<file path="src/lcd_pkg.sv">
package lcd_pkg;

	// ----------------------------------------
	// Bus and timing types
	// ----------------------------------------
	typedef logic [7:0]  lcd_byte_t;	// One byte on DB[7:0]
	typedef logic [19:0] lcd_delay_t;	// Wait length in CLK cycles

	typedef enum logic {
		KIND_INSTR = 1'b0,	// RS low
		KIND_DATA  = 1'b1	// RS high
	} lcd_kind_t;

	typedef enum logic [2:0] {
		WAIT_DATA,	// ~250 ns after a character
		WAIT_SHORT,	// 42 us, most instructions
		WAIT_LONG,	// 1.64 ms, clear
		WAIT_INIT1,	// 4.1 ms after first function set
		WAIT_INIT2	// 100 us after later function sets
	} lcd_wait_t;

	// ----------------------------------------
	// Instruction bytes
	// ----------------------------------------
	localparam lcd_byte_t CMD_FUNCTION_SET = 8'b0011_1000;	// 8-bit, 2 lines, 5x7
	localparam lcd_byte_t CMD_DISPLAY_OFF  = 8'b0000_1000;	// Display, cursor, blink off
	localparam lcd_byte_t CMD_CLEAR        = 8'b0000_0001;	// Clear DDRAM, cursor home
	localparam lcd_byte_t CMD_ENTRY_NORMAL = 8'b0000_0110;	// Increment, no shift
	localparam lcd_byte_t CMD_DISPLAY_ON   = 8'b0000_1100;	// Display on, cursor off

	// ----------------------------------------
	// Default counts at 24 MHz (41.67 ns)
	// ----------------------------------------
	localparam lcd_delay_t DEF_E_HIGH  = 20'd6;		// 250 ns
	localparam lcd_delay_t DEF_DATA    = 20'd6;		// 250 ns
	localparam lcd_delay_t DEF_SHORT   = 20'd1008;		// 42 us
	localparam lcd_delay_t DEF_LONG    = 20'd39360;	// 1.64 ms
	localparam lcd_delay_t DEF_INIT1   = 20'd98400;	// 4.1 ms
	localparam lcd_delay_t DEF_INIT2   = 20'd2400;		// 100 us
	localparam lcd_delay_t DEF_POWERUP = 20'd360000;	// 15 ms after VDD

endpackage

</file>
<file path="src/lcd_delay_timer.sv">
module lcd_delay_timer import lcd_pkg::*; (
	input  logic       CLK,
	input  logic       RST,
	input  logic       load,	// Start a new wait, restarts a running one
	input  lcd_delay_t count,	// Wait length, at least 1
	output logic       expired	// One cycle, count cycles after load
);

	lcd_delay_t cnt;	// Cycles left including the current one
	logic       running;

	always_ff @(posedge CLK) begin
		if (RST) begin
			cnt     <= '0;
			running <= 1'b0;
		end else if (load) begin
			cnt     <= count;
			running <= 1'b1;
		end else if (running) begin
			cnt <= cnt - lcd_delay_t'(1);
			if (cnt == lcd_delay_t'(1)) begin
				running <= 1'b0;	// Last cycle of the wait
			end
		end
	end

	// Fires in the cycle the counter reaches its final count
	assign expired = running && (cnt == lcd_delay_t'(1));

endmodule

</file>
<file path="src/lcd_init_steps.sv">
module lcd_init_steps import lcd_pkg::*; (
	input  logic      CLK,
	input  logic      RST,
	input  logic      step,	// Current command finished
	output lcd_byte_t cmd,
	output lcd_wait_t cmd_wait,
	output logic      last	// Final clear of the sequence
);

	localparam int unsigned N_STEPS = 9;

	logic [3:0] idx;	// Table position

	always_ff @(posedge CLK) begin
		if (RST) begin
			idx <= '0;
		end else if (step) begin
			idx <= last ? 4'd0 : idx + 4'd1;	// Wrap so a rerun starts clean
		end
	end

	// ----------------------------------------
	// Command table
	// ----------------------------------------
	always_comb begin
		case (idx)
			4'd0: begin	// First function set after power-up
				cmd      = CMD_FUNCTION_SET;
				cmd_wait = WAIT_INIT1;
			end
			4'd1, 4'd2, 4'd3: begin	// Repeated function sets
				cmd      = CMD_FUNCTION_SET;
				cmd_wait = WAIT_INIT2;
			end
			4'd4: begin
				cmd      = CMD_DISPLAY_OFF;
				cmd_wait = WAIT_SHORT;
			end
			4'd5, 4'd8: begin	// Clear needs the long wait
				cmd      = CMD_CLEAR;
				cmd_wait = WAIT_LONG;
			end
			4'd6: begin
				cmd      = CMD_ENTRY_NORMAL;
				cmd_wait = WAIT_SHORT;
			end
			default: begin	// Step 7
				cmd      = CMD_DISPLAY_ON;
				cmd_wait = WAIT_SHORT;
			end
		endcase
	end

	assign last = (idx == 4'(N_STEPS - 1));

endmodule

</file>
<file path="src/lcd_bus_cycle.sv">
module lcd_bus_cycle import lcd_pkg::*; #(
	parameter lcd_delay_t E_HIGH  = DEF_E_HIGH,
	parameter lcd_delay_t T_DATA  = DEF_DATA,
	parameter lcd_delay_t T_SHORT = DEF_SHORT,
	parameter lcd_delay_t T_LONG  = DEF_LONG,
	parameter lcd_delay_t T_INIT1 = DEF_INIT1,
	parameter lcd_delay_t T_INIT2 = DEF_INIT2
) (
	input  logic      CLK,
	input  logic      RST,
	input  logic      start,	// Accepted only while idle
	input  logic      rs,
	input  lcd_byte_t tx_byte,	// Byte for DB[7:0]
	input  lcd_wait_t wait_class,
	output logic      done,	// Execution wait over
	output logic      lcd_rs,
	output logic      lcd_e,
	output lcd_byte_t lcd_db
);

	typedef enum logic [1:0] {
		PH_IDLE,
		PH_SETUP,	// RS/DB settle with E low
		PH_STROBE,	// E high
		PH_EXEC	// LCD busy with the byte
	} phase_t;

	phase_t     phase;
	lcd_delay_t e_cnt;	// E high cycles left
	lcd_wait_t  wait_q;	// Class of the byte in flight
	lcd_delay_t wait_len;
	logic       exec_load;	// High in the cycle E is low again
	logic       exec_expired;

	// Wait class to cycle count
	always_comb begin
		case (wait_q)
			WAIT_DATA:  wait_len = T_DATA;
			WAIT_LONG:  wait_len = T_LONG;
			WAIT_INIT1: wait_len = T_INIT1;
			WAIT_INIT2: wait_len = T_INIT2;
			default:    wait_len = T_SHORT;
		endcase
	end

	always_ff @(posedge CLK) begin
		if (phase == PH_IDLE && start) begin
			wait_q <= wait_class;
		end
	end

	// ----------------------------------------
	// Bus phases
	// ----------------------------------------
	always_ff @(posedge CLK) begin
		if (RST) begin
			phase     <= PH_IDLE;
			lcd_rs    <= 1'b0;
			lcd_e     <= 1'b0;
			lcd_db    <= '0;
			e_cnt     <= '0;
			exec_load <= 1'b0;
		end else begin
			exec_load <= 1'b0;
			case (phase)
				PH_IDLE: begin
					if (start) begin
						lcd_rs <= rs;	// RS and DB change only here
						lcd_db <= tx_byte;
						phase  <= PH_SETUP;
					end
				end
				PH_SETUP: begin	// One setup cycle is over
					lcd_e <= 1'b1;
					e_cnt <= E_HIGH;
					phase <= PH_STROBE;
				end
				PH_STROBE: begin
					if (e_cnt == lcd_delay_t'(1)) begin
						lcd_e     <= 1'b0;	// Falling edge latches the byte
						exec_load <= 1'b1;
						phase     <= PH_EXEC;
					end else begin
						e_cnt <= e_cnt - lcd_delay_t'(1);
					end
				end
				default: begin	// PH_EXEC
					if (exec_expired) begin
						phase <= PH_IDLE;
					end
				end
			endcase
		end
	end

	lcd_delay_timer i_exec_timer (
		.CLK     (CLK),
		.RST     (RST),
		.load    (exec_load),
		.count   (wait_len),
		.expired (exec_expired)
	);

	assign done = exec_expired;	// Timer only runs in PH_EXEC

endmodule

</file>
<file path="src/lcd_host_port.sv">
module lcd_host_port import lcd_pkg::*; (
	input  logic      CLK,
	input  logic      RST,
	input  logic      req_valid,	// Spends the host's credit
	input  lcd_kind_t req_kind,
	input  lcd_byte_t req_byte,
	input  logic      take,	// Sequencer accepted the request
	input  logic      release_credit,	// Controller free again
	output logic      pending,
	output lcd_kind_t pend_kind,
	output lcd_byte_t pend_byte,
	output logic      credit	// One-cycle credit to the host
);

	// ----------------------------------------
	// Request holding register
	// ----------------------------------------
	always_ff @(posedge CLK) begin
		if (req_valid) begin
			pend_kind <= req_kind;	// Held until the next request
			pend_byte <= req_byte;
		end
	end

	always_ff @(posedge CLK) begin
		if (RST) begin
			pending <= 1'b0;
		end else if (req_valid) begin
			pending <= 1'b1;	// Only one credit out, so never overwritten
		end else if (take) begin
			pending <= 1'b0;
		end
	end

	// ----------------------------------------
	// Credit return
	// ----------------------------------------
	always_ff @(posedge CLK) begin
		if (RST) begin
			credit <= 1'b0;	// Host starts with no credit
		end else begin
			credit <= release_credit;	// One release, one credit
		end
	end

endmodule

</file>
<file path="src/lcd_sequencer.sv">
module lcd_sequencer import lcd_pkg::*; #(
	parameter lcd_delay_t T_POWERUP = DEF_POWERUP
) (
	input  logic      CLK,
	input  logic      RST,
	input  logic      pending,
	input  lcd_kind_t pend_kind,
	input  lcd_byte_t pend_byte,
	output logic      take,
	output logic      release_credit,
	input  lcd_byte_t init_cmd,
	input  lcd_wait_t init_wait,
	input  logic      init_last,
	output logic      init_step,
	output logic      bus_start,
	output logic      bus_rs,
	output lcd_byte_t bus_byte,
	output lcd_wait_t bus_wait,
	input  logic      bus_done
);

	typedef enum logic [2:0] {
		S_PU_LOAD,	// Arm the power-up timer
		S_PU_WAIT,	// VDD settling
		S_INIT_ISSUE,
		S_INIT_WAIT,
		S_IDLE,	// Host owns the credit
		S_HOST_ISSUE,
		S_HOST_WAIT
	} state_t;

	state_t state;
	logic   pu_expired;

	lcd_delay_timer i_pu_timer (
		.CLK     (CLK),
		.RST     (RST),
		.load    (state == S_PU_LOAD),
		.count   (T_POWERUP),
		.expired (pu_expired)
	);

	// ----------------------------------------
	// State register
	// ----------------------------------------
	always_ff @(posedge CLK) begin
		if (RST) begin
			state <= S_PU_LOAD;	// Any reset restarts power-up
		end else begin
			case (state)
				S_PU_LOAD:    state <= S_PU_WAIT;
				S_PU_WAIT:    if (pu_expired) state <= S_INIT_ISSUE;
				S_INIT_ISSUE: state <= S_INIT_WAIT;
				S_INIT_WAIT:  if (bus_done) state <= init_last ? S_IDLE : S_INIT_ISSUE;
				S_IDLE:       if (pending) state <= S_HOST_ISSUE;
				S_HOST_ISSUE: state <= S_HOST_WAIT;
				default:      if (bus_done) state <= S_IDLE;	// S_HOST_WAIT
			endcase
		end
	end

	// ----------------------------------------
	// Outputs
	// ----------------------------------------
	always_comb begin
		take           = (state == S_IDLE) && pending;
		init_step      = (state == S_INIT_WAIT) && bus_done;
		release_credit = ((state == S_INIT_WAIT) && bus_done && init_last)
			|| ((state == S_HOST_WAIT) && bus_done);	// End of init or transfer
		bus_start      = (state == S_INIT_ISSUE) || (state == S_HOST_ISSUE);
		if (state == S_HOST_ISSUE) begin	// Holding register is stable here
			bus_rs   = (pend_kind == KIND_DATA);
			bus_byte = pend_byte;
			bus_wait = (pend_kind == KIND_DATA) ? WAIT_DATA : WAIT_SHORT;
		end else begin	// Init steps are always instructions
			bus_rs   = 1'b0;
			bus_byte = init_cmd;
			bus_wait = init_wait;
		end
	end

endmodule

</file>
<file path="src/lcd_top.sv">
module lcd_top import lcd_pkg::*; #(
	parameter lcd_delay_t E_HIGH    = DEF_E_HIGH,
	parameter lcd_delay_t T_DATA    = DEF_DATA,
	parameter lcd_delay_t T_SHORT   = DEF_SHORT,
	parameter lcd_delay_t T_LONG    = DEF_LONG,
	parameter lcd_delay_t T_INIT1   = DEF_INIT1,
	parameter lcd_delay_t T_INIT2   = DEF_INIT2,
	parameter lcd_delay_t T_POWERUP = DEF_POWERUP
) (
	input  logic      CLK,
	input  logic      RST,
	input  logic      req_valid,
	input  lcd_kind_t req_kind,
	input  lcd_byte_t req_byte,
	output logic      credit,
	output logic      lcd_rs,
	output logic      lcd_e,
	output lcd_byte_t lcd_db	// R/W is tied low on the board
);

	logic      pending;
	lcd_kind_t pend_kind;
	lcd_byte_t pend_byte;
	logic      take;
	logic      release_credit;
	lcd_byte_t init_cmd;
	lcd_wait_t init_wait;
	logic      init_last;
	logic      init_step;
	logic      bus_start;
	logic      bus_rs;
	lcd_byte_t bus_byte;
	lcd_wait_t bus_wait;
	logic      bus_done;

	lcd_host_port i_host_port (
		.CLK (CLK), .RST (RST),
		.req_valid (req_valid), .req_kind (req_kind), .req_byte (req_byte),
		.take (take), .release_credit (release_credit),
		.pending (pending), .pend_kind (pend_kind), .pend_byte (pend_byte),
		.credit (credit)
	);

	lcd_sequencer #(.T_POWERUP (T_POWERUP)) i_sequencer (
		.CLK (CLK), .RST (RST),
		.pending (pending), .pend_kind (pend_kind), .pend_byte (pend_byte),
		.take (take), .release_credit (release_credit),
		.init_cmd (init_cmd), .init_wait (init_wait), .init_last (init_last),
		.init_step (init_step),
		.bus_start (bus_start), .bus_rs (bus_rs), .bus_byte (bus_byte),
		.bus_wait (bus_wait), .bus_done (bus_done)
	);

	lcd_init_steps i_init_steps (
		.CLK (CLK), .RST (RST), .step (init_step),
		.cmd (init_cmd), .cmd_wait (init_wait), .last (init_last)
	);

	lcd_bus_cycle #(
		.E_HIGH (E_HIGH), .T_DATA (T_DATA), .T_SHORT (T_SHORT),
		.T_LONG (T_LONG), .T_INIT1 (T_INIT1), .T_INIT2 (T_INIT2)
	) i_bus_cycle (
		.CLK (CLK), .RST (RST),
		.start (bus_start), .rs (bus_rs), .tx_byte (bus_byte), .wait_class (bus_wait),
		.done (bus_done), .lcd_rs (lcd_rs), .lcd_e (lcd_e), .lcd_db (lcd_db)
	);

endmodule

</file>
<file path="config.mk">
export PLATFORM = sky130hd
export DESIGN_NAME = lcd_top
export DESIGN_NICKNAME = d
export VERILOG_FILES = /design/src/lcd_pkg.sv /design/src/lcd_delay_timer.sv /design/src/lcd_init_steps.sv /design/src/lcd_bus_cycle.sv /design/src/lcd_host_port.sv /design/src/lcd_sequencer.sv /design/src/lcd_top.sv
export SDC_FILE = /design/constraint.sdc
export NUM_CORES = 1
export LEC_CHECK = 0
export BUFFER_PORTS_ARGS = -buffer_cell sky130_fd_sc_hd__buf_2
export CAP_MARGIN = 0
export CORE_MARGIN = 10
export CORE_UTILIZATION = 25
export CTS_CLUSTER_DIAMETER = 80
export DETAILED_ROUTE_END_ITERATION = 10
export GPL_TIMING_DRIVEN = 0
export RECOVER_POWER = 50
export SLEW_MARGIN = 10
export SYNTH_ARGS = -nofsm -noshare
export SYNTH_HDL_FRONTEND = slang
export SYNTH_SLANG_ARGS = --single-unit
</file>
<file path="constraint.sdc">
create_clock -name CLK -period 5.7 [get_ports CLK]
set_input_delay 0.57 -clock CLK [delete_from_list [all_inputs] [get_ports CLK]]
set_output_delay 0.57 -clock CLK [all_outputs]
set_load 0.03 [all_outputs]
</file>
Yosys cells after proc, flatten, opt, wreduce, memory -nomap -nowiden

Memory sizes are Yosys's and may differ from the RTL's. A register that Yosys moved wholly into a read port is not among the register bits.
Cells that the tools add are included.

Bits in registers: 96
ROM bits: 144
Memories kept: 1
Input bits: 12
Word-level logic and storage cells: 105

Bitwise logic cells: 1
Mux-type cells: 35
Reduce and logical (&&, ||, !) cells: 25
Equal/unequal tests: 21
$add $sub $neg: 4

Memory list:

| name            | depth | width | read ports | clocked after memory_dff | write ports | RTL line             | RTL |
|---|---|---|---|---|---|---|---|
| (no name shown) | 16    | 9     | 1          | 1                        | 0           | lcd_init_steps.sv:26 | `case (idx)` |

Operator list:

| operator              | number |
|---|---|
| $pmux 17 s4           | 1 |
| $eq 20x1->1 const B   | 3 |
| $mux 20               | 3 |
| $sub 20x1->20 const B | 3 |
| $pmux 20 s2           | 1 |
| $mux 19               | 2 |
| $mux 3                | 6 |
| $pmux 3 s6            | 1 |
| $eq 3x2->1 const B    | 4 |
| $eq 3x3->1 const B    | 4 |
| $mux 1                | 12 |
| $mux 4                | 3 |
| $mux 8                | 1 |
| $reduce_bool 2->1     | 4 |
| $logic_and 1x1->1     | 7 |
| $logic_not 3->1       | 2 |
| $mux 2                | 3 |
| $ne 2x1->1 const B    | 3 |
| $ne 2x2->1 const B    | 3 |
| $pmux 2 s3            | 1 |
| $reduce_and 2->1      | 3 |
| $reduce_bool 6->1     | 1 |
| $add 4x1->4 const B   | 1 |
| $eq 4x4->1 const B    | 1 |
| 11 further kinds      | 13 |

Longest topological paths before layout

Depth in word-level cells: 5
Gate-level depth with buffers: 10
Depth with buffers taken out: 10

Cells and area by module

From an unflattened synthesis, not the netlist that was laid out.

Cell total of the unflattened synthesis: 617
Area total of the unflattened synthesis: 5510.3 um^2

Modules (own cells, without submodules):

| module          | cells an instance | seq. area each (um^2) | times used | area an instance (um^2) |
|---|---|---|---|---|
| lcd_delay_timer | 140               | 420.4                 | 2          | 1176.1 |
| lcd_bus_cycle   | 220               | 750.7                 | 1          | 1865.5 |
| lcd_init_steps  | 57                | 240.2                 | 1          | 584.3 |
| lcd_sequencer   | 45                | 60.1                  | 1          | 372.9 |
| lcd_host_port   | 15                | 310.3                 | 1          | 335.3 |

Worst setup path after synthesis

Ideal clock, no wire load.

Kind: reg2reg
Start: register i_bus_cycle.i_exec_timer.cnt[5]
End: register i_bus_cycle.i_exec_timer.cnt[17]
Cell stages (with the launch flop): 7
Path buffers: 0
Setup slack: 3478 ps
Data arrival time: 2098 ps
Cells stage by stage: dfxtp_1 or4_4 or3_4 or4_4 nor3b_2 xnor2_1 nor2_1

Cells in the longest elaborated chain, start to end: 3

RTL lines:

| element                | RTL line              | RTL |
|---|---|---|
| start, declared        | lcd_delay_timer.sv:9  | `lcd_delay_t cnt;` |
| start signal, assigned | lcd_delay_timer.sv:17 | `cnt <= count;` |
| start signal, assigned | lcd_delay_timer.sv:20 | `cnt <= cnt - lcd_delay_t'(1);` |
| $sub 20x1->20          | lcd_delay_timer.sv:20 |  |
| $mux 20                | lcd_delay_timer.sv:19 | `end else if (running) begin` |
| $mux 20                | lcd_delay_timer.sv:16 | `end else if (load) begin` |

Every way passes these cells. The select of a mux whose other input is x is not followed.
A chain may end at the register's enable or synchronous reset.

Worst setup path after layout

Start: register i_bus_cycle.i_exec_timer.cnt[5]
End: register, netlist name i_init_steps.cmd[3]

Cells in the longest elaborated chain, start to end: 5

RTL lines:

| element                               | RTL line              | RTL |
|---|---|---|
| $eq 20x1->1                           | lcd_delay_timer.sv:28 | `assign expired = running && (cnt == lcd_delay_t'(1));` |
| $logic_and 1x1->1                     | lcd_delay_timer.sv:28 |  |
| $logic_and 1x1->1                     | lcd_sequencer.sv:67   | `init_step = (state == S_INIT_WAIT) && bus_done;` |
| $mux 4 (no source line) (2 in series) | --                    |  |

Every way passes these cells.

==> impl_metrics.env <==
export IMPL_status="finished clean"
export IMPL_r2r_slack_ns=3.00
export IMPL_clock_latency_ns=0.35
export IMPL_finClkSkew_ns=0.00843
export IMPL_power_leakage_nw=1.92
export IMPL_final_cells=843
export IMPL_root_buffer="clkbuf_16"
export IMPL_drt_iter0_drc=272
export IMPL_synth_area_um2=4820
export IMPL_syn_to_final_growth_pct=15.3
export IMPL_reg2reg_from="i_bus_cycle.i_exec_timer.cnt[5]"
export IMPL_cts_resized=0
export IMPL_dieArea_um2=25200
export IMPL_ff2ff_path_depth=8
export IMPL_grt_pass1_vias=3711
export IMPL_synthArstFlopShare_pct=0
export IMPL_slew_headroom_pct=40.4
export IMPL_rsz0062_at_grt="no"
export IMPL_vias=3898
export IMPL_critPathLaunch="i_bus_cycle.i_exec_timer.cnt[5]"
export IMPL_use_met3_pct=1.73
export IMPL_cts_buffer_depth=2
export IMPL_seq_area_um2=2200
export IMPL_num_rows=50
export IMPL_synth_top_cell_area_share_pct=38.2
export IMPL_wl_per_cell_um=12.5
export IMPL_slew_viol_final=0
export IMPL_worstPathRequired_ns=5.93
export IMPL_crit_type="register to register"
export IMPL_gp_congestion=0.734
export IMPL_vias_per_cell=4.62
export IMPL_dp_hpwl_um=7550
export IMPL_synth_warnings=0
export IMPL_setup_violations_final=0
export IMPL_initial_core_util_pct=25.6
export IMPL_grt_max_degree=17
export IMPL_numPortBuffers=22
export IMPL_crit_path_end="i_init_steps.cmd[3]"
export IMPL_drc=0
export IMPL_synth_area_leaders="dfxtp_1 (38%), edfxtp_1 (7.5%), nor2_1 (5.6%)"
export IMPL_grt_overflow=0
export IMPL_fillerInstances=2022
export IMPL_powerDensity_nw_per_um2=266
export IMPL_dp_cells=827
export IMPL_drt_total_wl_um=10500
export IMPL_cts_sinks=104
export IMPL_critPathMaxFanout=5
export IMPL_synth_seq_area_share_pct=45.7
export IMPL_ys_types=55
export IMPL_hold_buffers=0
export IMPL_final_setup_tns_ns=0
export IMPL_synth_ff_type="dfxtp_1"
export IMPL_ant_nets=0
export IMPL_use_met2_pct=12.3
export IMPL_vdd_drop_max_uv=149
export IMPL_drv_cap=0
export IMPL_clkTransAtPathRegs_ns=0.07
export IMPL_nNetsFinal=604
export IMPL_cp_start_kind="register"
export IMPL_fin_crit_ns=2.70
export IMPL_cts_setup_buffers=0
export IMPL_synth_edff_count=12
export IMPL_syn_inst=545
export IMPL_top_usage_layer="met2"
export IMPL_tightest_slew_ns=0.882
export IMPL_antennaDiodeCount=0
export IMPL_chipWidth_um=159
export IMPL_numCtsBuffers=9
export IMPL_timing_fmax_mhz=371
export IMPL_track_usage_pct=8.30
export IMPL_first_pass_iters=4
export IMPL_worstPathArrival_ns=2.92
export IMPL_syn_nets=571
export IMPL_cts_htree_levels=3
export IMPL_io_pins=23
export IMPL_hold_class="primary input to register"
export IMPL_multiInputGateArea_um2=2460
export IMPL_antenna_found_initial=0
export IMPL_cts_tree="yes"
export IMPL_grt_pass1_wl_um=17900
export IMPL_p_total_mw=1.48
export IMPL_core_area_um2=18800
export IMPL_period_share_pct=47.3
export IMPL_grt_use_met1_pct=11.5
export IMPL_drive_above_1_share_pct=7.03
export IMPL_synth_seq_cells=104
export IMPL_die_h_um=159
export IMPL_avgSynthCellArea_um2=8.85
export IMPL_end_kind="register"
export IMPL_r2r_end="i_init_steps.cmd[3]"
export IMPL_hold_violations=0
export IMPL_yosys_area_top_type="dfxtp_1"
==> layout make-up <==
class,instances,area share [%]
Multi-Input combinational cell,398,44.2
Sequential cell,104,39.6
Tap cell,260,5.85
Clock buffer,12,4.80
Timing Repair Buffer,22,1.69
Buffer,23,1.55
Inverter,20,1.35
Clock inverter,4,0.923
==> cell usage after synthesis, drive strengths merged (9+ instances only) <==
library cell and count:
xor2 19, or3 11, o21ai 20, dfxtp 92
xnor2 18, a211oi 9, edfxtp 12, nor3 18
ha 14, and2 9, nand3 15, clkbuf 20
nor4 14, nor2 72, nand2b 9, inv 20
a21oi 43, nand2 33
==> registers in the layout (all words and copies together) (netlist names) <==
register / cells
i_bus_cycle.e_cnt: 20
i_bus_cycle.exec_load: 1
i_bus_cycle.i_exec_timer.cnt: 20
i_bus_cycle.i_exec_timer.running: 1
i_bus_cycle.lcd_db: 8
i_bus_cycle.lcd_e: 1
i_bus_cycle.lcd_rs: 1
i_bus_cycle.phase: 2
i_bus_cycle.wait_q: 3
i_host_port.credit: 1
i_host_port.pend_byte: 8
i_host_port.pend_kind: 1
i_host_port.pending: 1
i_init_steps.cmd: 5
i_init_steps.cmd_wait: 3
i_init_steps.idx: 4
i_sequencer.i_pu_timer.cnt: 20
i_sequencer.i_pu_timer.running: 1
i_sequencer.state: 3
==> worst min-delay path by stage <==
| stage | from | endpoint | slack (ns) | cells past startpoint |
|---|---|---|---|---|
| 4_1_cts | req_byte[4] | i_host_port.pend_byte[4] | 0.39 | 1 |
| 2_1_floorplan | i_sequencer.i_pu_timer.cnt[5] | i_sequencer.i_pu_timer.cnt[5] | 0.44 | 2 |
| 3_5_place_dp | i_bus_cycle.lcd_e | i_bus_cycle.lcd_e | 0.45 | 2 |
| 5_1_grt | req_byte[2] | i_host_port.pend_byte[2] | 0.39 | 1 |
| 3_3_place_gp | i_bus_cycle.lcd_e | i_bus_cycle.lcd_e | 0.44 | 2 |
| 6_report | req_byte[4] | i_host_port.pend_byte[4] | 0.40 | 1 |
==> worst max-delay path, cell delays in order, from the launching register on <==
cell	delay, ns
dfxtp_1	0.36
nor4_1	0.74
nand3_1	0.29
o21ai_0	0.33
a21oi_1	0.16
inv_1	0.13
ha_1	0.23
nor4_1	0.28
a21oi_1	0.07
==> cells in the final DEF, fill, tap and decap left out, drive strengths merged, types with 3 or more instances in the layout <==
cell type   n
dfxtp      92
nor2       72
clkbuf     47
a21oi      43
nand2      33
o21ai      20
inv        20
xor2       19
xnor2      18
nor3       18
nand3      15
nor4       14
ha         14
edfxtp     12
or3        11
buf        10
nand2b      9
a211oi      9
and2        9
nand4       8
or4         7
and3        6
nor2b       6
a31oi       6
nand3b      6
a311oi      4
o31ai       4
or2         4
nand4b      3
o211ai      3
o221a       3
a32oi       3
and3b       3
o311ai      3
==> where the power goes <==
part           switching (mW)  internal, mW
Clock                   0.275         0.377
Sequential            0.00989         0.755
Combinational          0.0359        0.0235
Total                   0.321          1.16
==> through the flow <==
stage,setup slack [ns],hold WS (ns),cell area (um2),utilization [%]
after floorplan,3.48,0.442,4820,-
after global placement,3.01,0.444,5260,27.9
after detailed placement,3.02,0.451,5260,27.9
after CTS,3.00,0.388,5570,29.6
after global routing,2.74,0.393,5560,29.5
final,3.00,0.397,5560,29.5
==> logic make-up after synthesis <==
logic type / synth area share [%]
simple gates: 25.2
fa+ha+maj: 3.63
mux: 0.675
buf+inv: 3.35
flops: 45.7
compound gates: 14.7
xor+xnor: 6.72
==> routing by layer <==
metal  up-vias  part of all wire (%)
met2        50                    42
met1      1820                    53
met5         -                     0
met4         0                   1.6
met3        13                   3.1
li1       2015                     -
(Power assumes the default switching activity.)
